File: config.mk
export PLATFORM = sky130hd
export DESIGN_NAME = tile_reader_top
export DESIGN_NICKNAME = d
export VERILOG_FILES = /design/src/tile_pkg.sv /design/src/nest4_counter.sv /design/src/tile_addr_gen.sv /design/src/tile_buffer.sv /design/src/tile_reader_top.sv
export SDC_FILE = /design/constraint.sdc
export NUM_CORES = 2
export LEC_CHECK = 0
export ABC_AREA = 1
export BUFFER_PORTS_ARGS = -buffer_cell sky130_fd_sc_hd__buf_2
export CAP_MARGIN = 20
export CORE_MARGIN = 2
export CORE_UTILIZATION = 45
export CTS_BUF_LIST = sky130_fd_sc_hd__clkbuf_4 sky130_fd_sc_hd__clkbuf_8 sky130_fd_sc_hd__clkbuf_16
export CTS_CLUSTER_DIAMETER = 40
export DETAILED_ROUTE_END_ITERATION = 6
export GPL_ROUTABILITY_DRIVEN = 0
export RECOVER_POWER = 50
export SYNTH_ARGS = -nofsm -noshare
export SYNTH_HDL_FRONTEND = slang
export SYNTH_SLANG_ARGS = --single-unit
File: constraint.sdc
create_clock -name clk -period 3.2 [get_ports clk]
set_input_delay 0.96 -clock clk [delete_from_list [all_inputs] [get_ports clk]]
set_output_delay 0.96 -clock clk [all_outputs]
set_load 0.01 [all_outputs]
File: src/tile_pkg.sv
// ############################
// Tile reader shared types
// Buffer address and word widths
// and the loop counter width used
// by the tile walk and its buffer.
// ############################

package tile_pkg;

    // Buffer geometry.
    localparam int addr_w = 8;      // 256 words.
    localparam int data_w = 16;     // One word per loop point.

    // Wide enough for any loop bound.
    localparam int cnt_w = 8;

    // A buffer address that wraps modulo 256.
    typedef logic [addr_w-1:0] addr_t;

    // A buffer word.
    typedef logic [data_w-1:0] data_t;

    // One loop counter value.
    typedef logic [cnt_w-1:0] cnt_t;

endpackage

File: src/nest4_counter.sv
// ############################
// Four-level nested loop counter
// Walks a 4-D tile with cnt0 as the
// innermost loop. Rests in an idle
// state with every counter at its
// bound until the first step.
// ############################

`timescale 1ns/1ps

module nest4_counter #(
    parameter int unsigned n0_max = 4,
    parameter int unsigned n1_max = 2,
    parameter int unsigned n2_max = 2,
    parameter int unsigned n3_max = 3
) (
    input  logic           clk,
    input  logic           rst,
    input  logic           ena,
    input  logic           clean,
    output tile_pkg::cnt_t cnt0,
    output tile_pkg::cnt_t cnt1,
    output tile_pkg::cnt_t cnt2,
    output tile_pkg::cnt_t cnt3,
    output logic           idle,
    output logic           last
);
    import tile_pkg::*;

    // Loop bounds with level 0 in the lowest slot.
    localparam logic [3:0][cnt_w-1:0] max_val = {
        cnt_t'(n3_max),
        cnt_t'(n2_max),
        cnt_t'(n1_max),
        cnt_t'(n0_max)
    };

    // Last value of each loop before it wraps.
    localparam logic [3:0][cnt_w-1:0] top_val = {
        cnt_t'(n3_max - 1),
        cnt_t'(n2_max - 1),
        cnt_t'(n1_max - 1),
        cnt_t'(n0_max - 1)
    };

    logic [3:0][cnt_w-1:0] cnt_q;  // Counter state with level 0 innermost.
    logic [4:0]            carry;  // carry[i] enables a step of level i.

    // Carry chain. Level i steps when every inner level sits at its top
    // value, and carry[4] is the full flag of the whole walk.
    always_comb begin
        carry[0] = 1'b1;
        for (int i = 0; i < 4; i++) begin
            carry[i+1] = carry[i] && (cnt_q[i] == top_val[i]);
        end
    end

    // Idle means every counter rests at its bound.
    assign idle = (cnt_q == max_val);
    assign last = carry[4];

    always_ff @(posedge clk or posedge rst) begin
        if (rst) begin
            cnt_q <= max_val;
        end else if (clean) begin
            cnt_q <= max_val;               // Back to idle.
        end else if (ena) begin
            if (idle) begin
                cnt_q <= '0;                // First step loads point 0.
            end else begin
                for (int i = 0; i < 4; i++) begin
                    if (carry[i]) begin
                        // Wrap at the top value, otherwise count up.
                        cnt_q[i] <= carry[i+1] ? '0 : cnt_q[i] + 1'b1;
                    end
                end
            end
        end
    end

    assign cnt0 = cnt_q[0];
    assign cnt1 = cnt_q[1];
    assign cnt2 = cnt_q[2];
    assign cnt3 = cnt_q[3];

endmodule

File: src/tile_addr_gen.sv
// ############################
// Strided tile address generator
// Maps a loop point to a buffer
// address from the tile origin and
// three strides, one cycle later.
// ############################

`timescale 1ns/1ps

module tile_addr_gen #(
    parameter int unsigned stride1 = 16,
    parameter int unsigned stride2 = 32,
    parameter int unsigned stride3 = 64
) (
    input  logic            clk,
    input  logic            rst,
    input  logic            ena,
    input  tile_pkg::cnt_t  cnt0,
    input  tile_pkg::cnt_t  cnt1,
    input  tile_pkg::cnt_t  cnt2,
    input  tile_pkg::cnt_t  cnt3,
    input  logic            idle,
    input  logic            last,
    input  tile_pkg::addr_t base_addr,
    output logic            rd_en,
    output tile_pkg::addr_t rd_addr,
    output logic            last_q
);
    import tile_pkg::*;

    logic        issue;     // Current point goes to the buffer.
    logic [31:0] offset;    // Point offset from the tile origin.
    addr_t       next_addr;

    // The idle step only loads the counters and reads nothing.
    assign issue = ena && !idle;

    // Innermost stride is always 1.
    assign offset = 32'(cnt0)
                  + 32'(cnt1) * stride1
                  + 32'(cnt2) * stride2
                  + 32'(cnt3) * stride3;

    assign next_addr = base_addr + offset[addr_w-1:0];  // Wraps modulo 256.

    always_ff @(posedge clk) begin
        if (issue) begin
            rd_addr <= next_addr;
        end
    end

    always_ff @(posedge clk or posedge rst) begin
        if (rst) begin
            rd_en  <= 1'b0;
            last_q <= 1'b0;
        end else begin
            rd_en <= issue;
            if (issue) begin
                last_q <= last;     // Rides along with the read.
            end
        end
    end

endmodule

File: src/tile_buffer.sv
// ############################
// Tile buffer RAM
// 256 words, one write port and
// one registered read port.
// ############################

`timescale 1ns/1ps

module tile_buffer (
    input  logic            clk,
    input  logic            rst,
    input  logic            wr_en,
    input  tile_pkg::addr_t wr_addr,
    input  tile_pkg::data_t wr_data,
    input  logic            rd_en,
    input  tile_pkg::addr_t rd_addr,
    input  logic            last_in,
    output logic            rd_valid,
    output tile_pkg::data_t rd_data,
    output logic            tile_done
);
    import tile_pkg::*;

    data_t mem [0:2**addr_w-1];

    always_ff @(posedge clk) begin
        if (wr_en) begin
            mem[wr_addr] <= wr_data;
        end
        if (rd_en) begin
            rd_data <= mem[rd_addr];    // Holds between reads.
        end
    end

    always_ff @(posedge clk or posedge rst) begin
        if (rst) begin
            rd_valid  <= 1'b0;
            tile_done <= 1'b0;
        end else begin
            rd_valid  <= rd_en;
            tile_done <= rd_en && last_in;  // Marks the tile's last word.
        end
    end

endmodule

File: src/tile_reader_top.sv
// ############################
// Tile reader top level
// Nested loop counter, strided
// address generator and buffer RAM.
// Returns one word per loop point
// two cycles after its issue.
// ############################

`timescale 1ns/1ps

module tile_reader_top #(
    parameter int unsigned n0_max  = 4,
    parameter int unsigned n1_max  = 2,
    parameter int unsigned n2_max  = 2,
    parameter int unsigned n3_max  = 3,
    parameter int unsigned stride1 = 16,
    parameter int unsigned stride2 = 32,
    parameter int unsigned stride3 = 64
) (
    input  logic            clk,
    input  logic            rst,
    input  logic            wr_en,
    input  tile_pkg::addr_t wr_addr,
    input  tile_pkg::data_t wr_data,
    input  tile_pkg::addr_t base_addr,
    input  logic            ena,
    input  logic            clean,
    output logic            rd_valid,
    output tile_pkg::data_t rd_data,
    output logic            tile_done
);
    import tile_pkg::*;

    cnt_t  cnt0;
    cnt_t  cnt1;
    cnt_t  cnt2;
    cnt_t  cnt3;
    logic  idle;
    logic  last;
    logic  rd_en;
    addr_t rd_addr;
    logic  last_q;

    nest4_counter #(
        .n0_max (n0_max),
        .n1_max (n1_max),
        .n2_max (n2_max),
        .n3_max (n3_max)
    ) nest4_counter_i (
        .clk   (clk),
        .rst   (rst),
        .ena   (ena),
        .clean (clean),
        .cnt0  (cnt0),
        .cnt1  (cnt1),
        .cnt2  (cnt2),
        .cnt3  (cnt3),
        .idle  (idle),
        .last  (last)
    );

    tile_addr_gen #(
        .stride1 (stride1),
        .stride2 (stride2),
        .stride3 (stride3)
    ) tile_addr_gen_i (
        .clk       (clk),
        .rst       (rst),
        .ena       (ena),
        .cnt0      (cnt0),
        .cnt1      (cnt1),
        .cnt2      (cnt2),
        .cnt3      (cnt3),
        .idle      (idle),
        .last      (last),
        .base_addr (base_addr),
        .rd_en     (rd_en),
        .rd_addr   (rd_addr),
        .last_q    (last_q)
    );

    tile_buffer tile_buffer_i (
        .clk       (clk),
        .rst       (rst),
        .wr_en     (wr_en),
        .wr_addr   (wr_addr),
        .wr_data   (wr_data),
        .rd_en     (rd_en),
        .rd_addr   (rd_addr),
        .last_in   (last_q),
        .rd_valid  (rd_valid),
        .rd_data   (rd_data),
        .tile_done (tile_done)
    );

endmodule

# Word level (Yosys, flattened, before mapping)
# Memory sizes are Yosys's and may differ from the RTL's. A register that Yosys moved wholly into a read port is not among the register bits.
# Index checks and enable logic that the tools add are counted.
[classes]
muxes = 12
reduce_logical = 13
eq_ne = 5
add_sub_neg = 8
[op_table]
columns = ["op", "n"]
rows = [
  ["32-bit 2-to-1 mux", 3],
  ["8-bit 2-to-1 mux", 7],
  ["8-bit by 1-bit adder with 8-bit output (second input constant)", 4],
  ["8-bit adder", 4],
  ["32-bit by 26-bit == test with 1-bit output (second input constant)", 1],
  ["8-bit by 1-bit == test with 1-bit output (second input constant)", 2],
  ["8-bit by 2-bit == test with 1-bit output (second input constant)", 2],
  ["3-bit nonzero test", 3],
  ["2-bit AND reduction", 3],
  ["1-bit logical AND", 5],
  ["1-bit 2-to-1 mux", 2],
  ["2-bit nonzero test", 1],
  ["1-bit zero test", 1],
]
[word_totals]
input_bits = 37
register_bits = 44
n_memories = 1
mem_bits_rw = 4096
[memory_table]
columns = ["name", "words", "width", "read_ports", "rd_clocked_by_memory_dff", "wr", "line", "rtl"]
rows = [
  ["tile_buffer_i.mem", 256, 16, 1, 1, 1, "tile_buffer.sv:24", "data_t mem [0:2**addr_w-1];"],
]

# Depth between registers and ports, before layout
[depth]
word_depth = 9
ltp_mapped = 15
ltp_nobuf = 12

# By module
# A second synthesis with hierarchy kept.
[unflattened]
hier_cells = 14006
hier_area_um2 = 168900.7
[modules_own_cells]
columns = ["mod", "cells_per_inst", "area_per_inst_um2", "instances"]
rows = [
  ["tile_buffer", 13622, 165790.3, 1],
  ["nest4_counter", 297, 2238.4, 1],
  ["tile_addr_gen", 87, 872.1, 1],
]

# Least setup slack after synthesis
# No wires, ideal clock.
[synth_timing]
path_kind = "input -> register"
from = "in base_addr[6]"
to = "reg tile_addr_gen_i.rd_addr[7] (data pin)"
arrival_time_ps = 3263
path_stages = 10
setup_slack_ps = -326
t_required_ps = 2937
cell_sequence = "inv_1 > fa_1 > fa_1 > inv_1 > fa_1 > ha_1 > a21oi_1 > o21ai_0 > xor2_1 > xor2_1"
[synth_between]
elab_chain_cells = 1
[synth_rtl]
columns = ["element", "line", "rtl"]
rows = [
  ["start, declared", "tile_reader_top.sv:25", "input tile_pkg::addr_t base_addr,"],
  ["8-bit adder", "tile_addr_gen.sv:44", "assign next_addr = base_addr + offset[addr_w-1:0];"],
  ["net tile_addr_gen_i.next_addr[7]", "tile_addr_gen.sv:33", "addr_t next_addr;"],
  ["end signal, assigned", "tile_addr_gen.sv:48", "rd_addr <= next_addr;"],
  ["end, declared", "tile_addr_gen.sv:26", "output tile_pkg::addr_t rd_addr,"],
]
# The timed path passes the listed nets, and every way through them passes these cells.
# A chain may end at the register's enable or synchronous reset.

# Worst setup path after layout
[layout_timing]
from = "in wr_data[10]"
to = "mem tile_buffer_i.mem[162][10] (netlist name) (data pin)"
[layout_rtl]
columns = ["element", "line", "rtl"]
rows = [
  ["start, declared", "tile_reader_top.sv:24", "input tile_pkg::data_t wr_data,"],
  ["end, declared", "tile_buffer.sv:24", ""],
]
# Straight into the memory's write port.

==> summary.md <==
The logs give 26 for the initial antenna violation count and 41.9 mm for the wire length on met3. Fraction of layout cells with a size suffix above 1: 0.123. For the highest ir drop seen on vdd, the log shows 0.623 mV. The top cell type by total area after synthesis is edfxtp_1.

The net switching fraction of the power works out to 0.285. The arrival time of data at the critical path endpoint is 4.01 ns. The cell sitting at the root of the clock tree is a clkbuf_16. Static timing analysis puts the maximum clock frequency at 304 MHz. The aggregate global-route resource usage is 0.252. For the finished layout, the period the worst path requires is 3.29 ns. At the pin with the least slew margin, the transition time is 2.95 ns. The count of vias placed by the detailed router is 112423.

Port buffering added 54 buffers. Share of the synthesized area in the top cell type: 0.730. The checks that failed: max-capacitance violations, max-slew violations, negative setup slack. The number of vias per cell after detailed routing came out at 5.65.

The logic depth of the worst setup path including buffers came out at 2. The prevailing post-synth register cell was edfxtp_1. In this run the remaining antenna-violating nets after routing total 0. The final standard cell utilization of the core was 0.526; the post-synthesis net count was 14008. The leakage power summed over all cells came out at 70.4 nW. After synthesis, the most frequently instantiated cells are 4273 x nand2_1, 4120 x edfxtp_1, 4052 x nand3_1.

The tools report the count of warnings emitted by yosys as 0. The internal portion of total power came out at 105 mW. Number of hold-repair buffers added at the cts stage: 0. The most common cell in the synthesized netlist is nand2_1. The synthesized netlist occupies a cell area of 169000 sq um. The tightest min-delay check is of the in -> reg type. The part of the total power dissipated in sequential elements is 0.414, and the biggest cell delay along the critical path is 2.04 ns.

In this run the core area contains 225 standard-cell rows. The die is 618 um tall. For the final hold violation count, the log shows 0. Synthesis produced 13938 cells. TritonCTS built the clock tree. The synthesized design contains 4120 enable-type register cells. The clock insertion delay at the later pin of the skew report was 1.03 ns; the total routed wire length on the met1 layer was 201 mm.

Setup repair after global routing could not meet its margin everywhere. For the via count of the first global-routing pass, the log shows 105665. The tools report the initial cell density of the core as 0.452.

After legalization and detailed placement, the total HPWL measured 288 mm. The first detailed-routing pass ran for 6 iterations. The worst relative slew slack was -0.969. At the end of the flow, the number of nets in the layout was 14530.

The signal on the critical path passes through dlymetal6s2s_1, clkbuf_4. Max-cap violations in this run came to 26. Classification of the worst setup path: in -> reg. Wires add up to 492 mm. The average footprint of a synthesized cell is 12.2 sq um, and the portion of the clock cycle consumed by the worst path in the final layout is 1.03.

Die footprint: 381000 sq um. The logs give 4156 for the count of clock tree sinks and 0 for the total DRC errors in the routed layout. The H-tree generated during clock tree synthesis spans 6 levels. The worst reg-to-reg path cell count is 10, and the maximum number of pins on one net before global-route repair is 106.

Die extent in x: 618 um. The worst path buffer plus inverter count works out to 2. The logs give 100 for the final-report setup violation count and 549 for the number of clock buffers inserted by TritonCTS.

Maximum fanout along the worst path: 50. Broken down by cell family, the worst path's largest delay share belongs to buffers and inverters. The wire length per cell after detailed routing is 24.7 um, and the number of distinct library cell variants in the gate-level netlist after synthesis is 38.

The async set-or-reset flop fraction in the synthesized netlist came out at 0.00866. Total power for the finished layout comes to 147 mW. The critical path startpoint category was an input port. The number of max-slew violations in the final report was 1417; the met2 routed wirelength was 230 mm.

The relative contribution of combinational cells to total power is 0.163, and the total setup buffers inserted after CTS is 0. The first global-routing pass estimated 715 mm of wire. Counting the fill cells in the layout gives 31396. 55 I/O pins were placed.

The number of storage elements in the synthesis netlist is 4156. For this design the ratio of total power to cell area is 743 nW/um^2. The worst hold path passes through 2 cells. Clock-pin slew was measured on the worst setup and hold paths at 0.05 ns. The clock passes through at most 4 buffers. The tools report the switching power as 41.8 mW. The region available for standard cell placement spans 375000 sq um. The area overhead of the layout relative to synthesis was 16.5%. Top layer reached by signal wires: met4.

The leftover overflow at the end of global routing is 0. The logs give 0.423 for the proportion of power drawn by the clock network and -0.0900 ns for the final worst slack. In the post-synthesis netlist, the biggest area contributors are edfxtp_1 73%, nand3_1 12%, nand2_1 9.5%, buf_2 1.2%, buf_6 1.0%.

The initial DRC count is 13822. The run finished, with violations left. Cell with the largest stage delay on the worst path: dlymetal6s2s_1. Final hold analysis gives a worst-case slack of 0.263 ns. For the worst setup path, the data required time is 3.92 ns. Category of the worst setup path capture point: a register. The sequential area share after synthesis was 0.736; the worst clock skew on the final layout was 0.0650 ns. Setup total negative slack on the finished layout was measured at -3.19 ns.
[final timing paths]
check,slack [ns],startpoint,to
worst min register to register,0.46,tile_addr_gen_i.rd_en,tile_buffer_i.rd_valid
worst max-delay path,-0.09,wr_data[10],tile_buffer_i.mem[162][10]
worst min-delay path,0.26,ena,nest4_counter_i.cnt0[2]
worst max register to register,0.03,nest4_counter_i.cnt2[1],tile_addr_gen_i.rd_addr[7]
max in group asynchronous,1.37,rst,nest4_counter_i.cnt0[1]
min in group asynchronous,0.67,rst,nest4_counter_i.cnt2[4]
[layout make-up]
class,count,area [sq um],share of cell area
clock inverter,357,4220,0.0213
sequential,4156,125000,0.631
antenna,22,55.1,0.000279
tap,4994,6250,0.0316
clock buffer,625,14400,0.0732
multi-input combinational,8760,38700,0.196
inverter,81,368,0.00186
timing repair buffer,912,8830,0.0447
[per-layer routing]
layer	vias to the layer above	global-route usage
li1	50878	-
met1	55674	0.354
met2	5022	0.400
met3	849	0.0385
met4	0	0.0929
met5	-	0
[cells by family (layout without fill, tap and decap cells)]
| logic type | count (synthesis) | after routing | synth area share |
|---|---|---|---|
| buffers and inverters | 1022 | 1975 | 0.0369 |
| adders and majority gates | 33 | 33 | 0.00275 |
| xor gates and xnor gates | 25 | 25 | 0.00129 |
| AOI/OAI and AO/OA | 32 | 32 | 0.00112 |
| other | 0 | 22 | 0 |
| DFF | 4156 | 4156 | 0.736 |
| and+or+nand+nor | 8670 | 8670 | 0.222 |
[power groups by stage]
stage          clock [mW]  sequential [mW]  combinational [mW]
4_1_cts              62.7             60.7                23.8
5_1_grt              65.0             60.7                25.6
6_report             62.1             60.7                24.0
3_3_place_gp            0             61.8                23.6
3_5_place_dp            0             61.8                23.7
2_1_floorplan           0             61.5                13.5
[sequential cells by signal (all words and copies together) (netlist names)]
signal / cells
tile_buffer_i.rd_data: 16
tile_buffer_i.mem: 4096
tile_buffer_i.rd_valid: 1
nest4_counter_i.cnt0: 8
nest4_counter_i.cnt2: 8
tile_addr_gen_i.last_q: 1
tile_addr_gen_i.rd_addr: 8
tile_addr_gen_i.rd_en: 1
nest4_counter_i.cnt1: 8
nest4_counter_i.cnt3: 8
tile_buffer_i.tile_done: 1
[stage by stage]
step / cells / instance area, sq um / setup WS, ns
global route: 19893 / 197000 / -0.0624
global placement: 18903 / 180000 / -0.668
detailed placement: 18903 / 180000 / -0.565
finish: 19907 / 197000 / -0.0900
floorplan: 13938 / 169000 / -0.249
CTS: 19885 / 198000 / 0.0162
[cell usage in the layout (no fill, tap or decap), types with 7 or more instances in the layout]
master and instances:
clkinv_1 65, nand3_1 4052, inv_6 47, fa_1 7, ha_1 25, nand4_1 11, xor2_1 18, inv_8 10
nor2_2 16, clkinv_8 14, nand2_1 4257, xnor2_1 7, buf_4 574, bufinv_16 64, inv_1 71, clkinv_2 69
edfxtp_1 4120, clkbuf_16 557, nand2_2 16, buf_2 36, clkbuf_4 79, nor2_1 303, buf_12 189, diode_2 22
dfrtp_1 31, inv_16 11, clkbuf_2 56, clkinv_16 7, clkinvlp_4 54, clkinv_4 24, o21ai_0 13, clkbuf_1 44
[repair_timing]
item	4_1_cts	5_1_grt
setup endpoints to repair	1	1
pin swaps	2	0
gates resized for setup	3	0
Note: power is estimated with default switching activity, not from simulation.
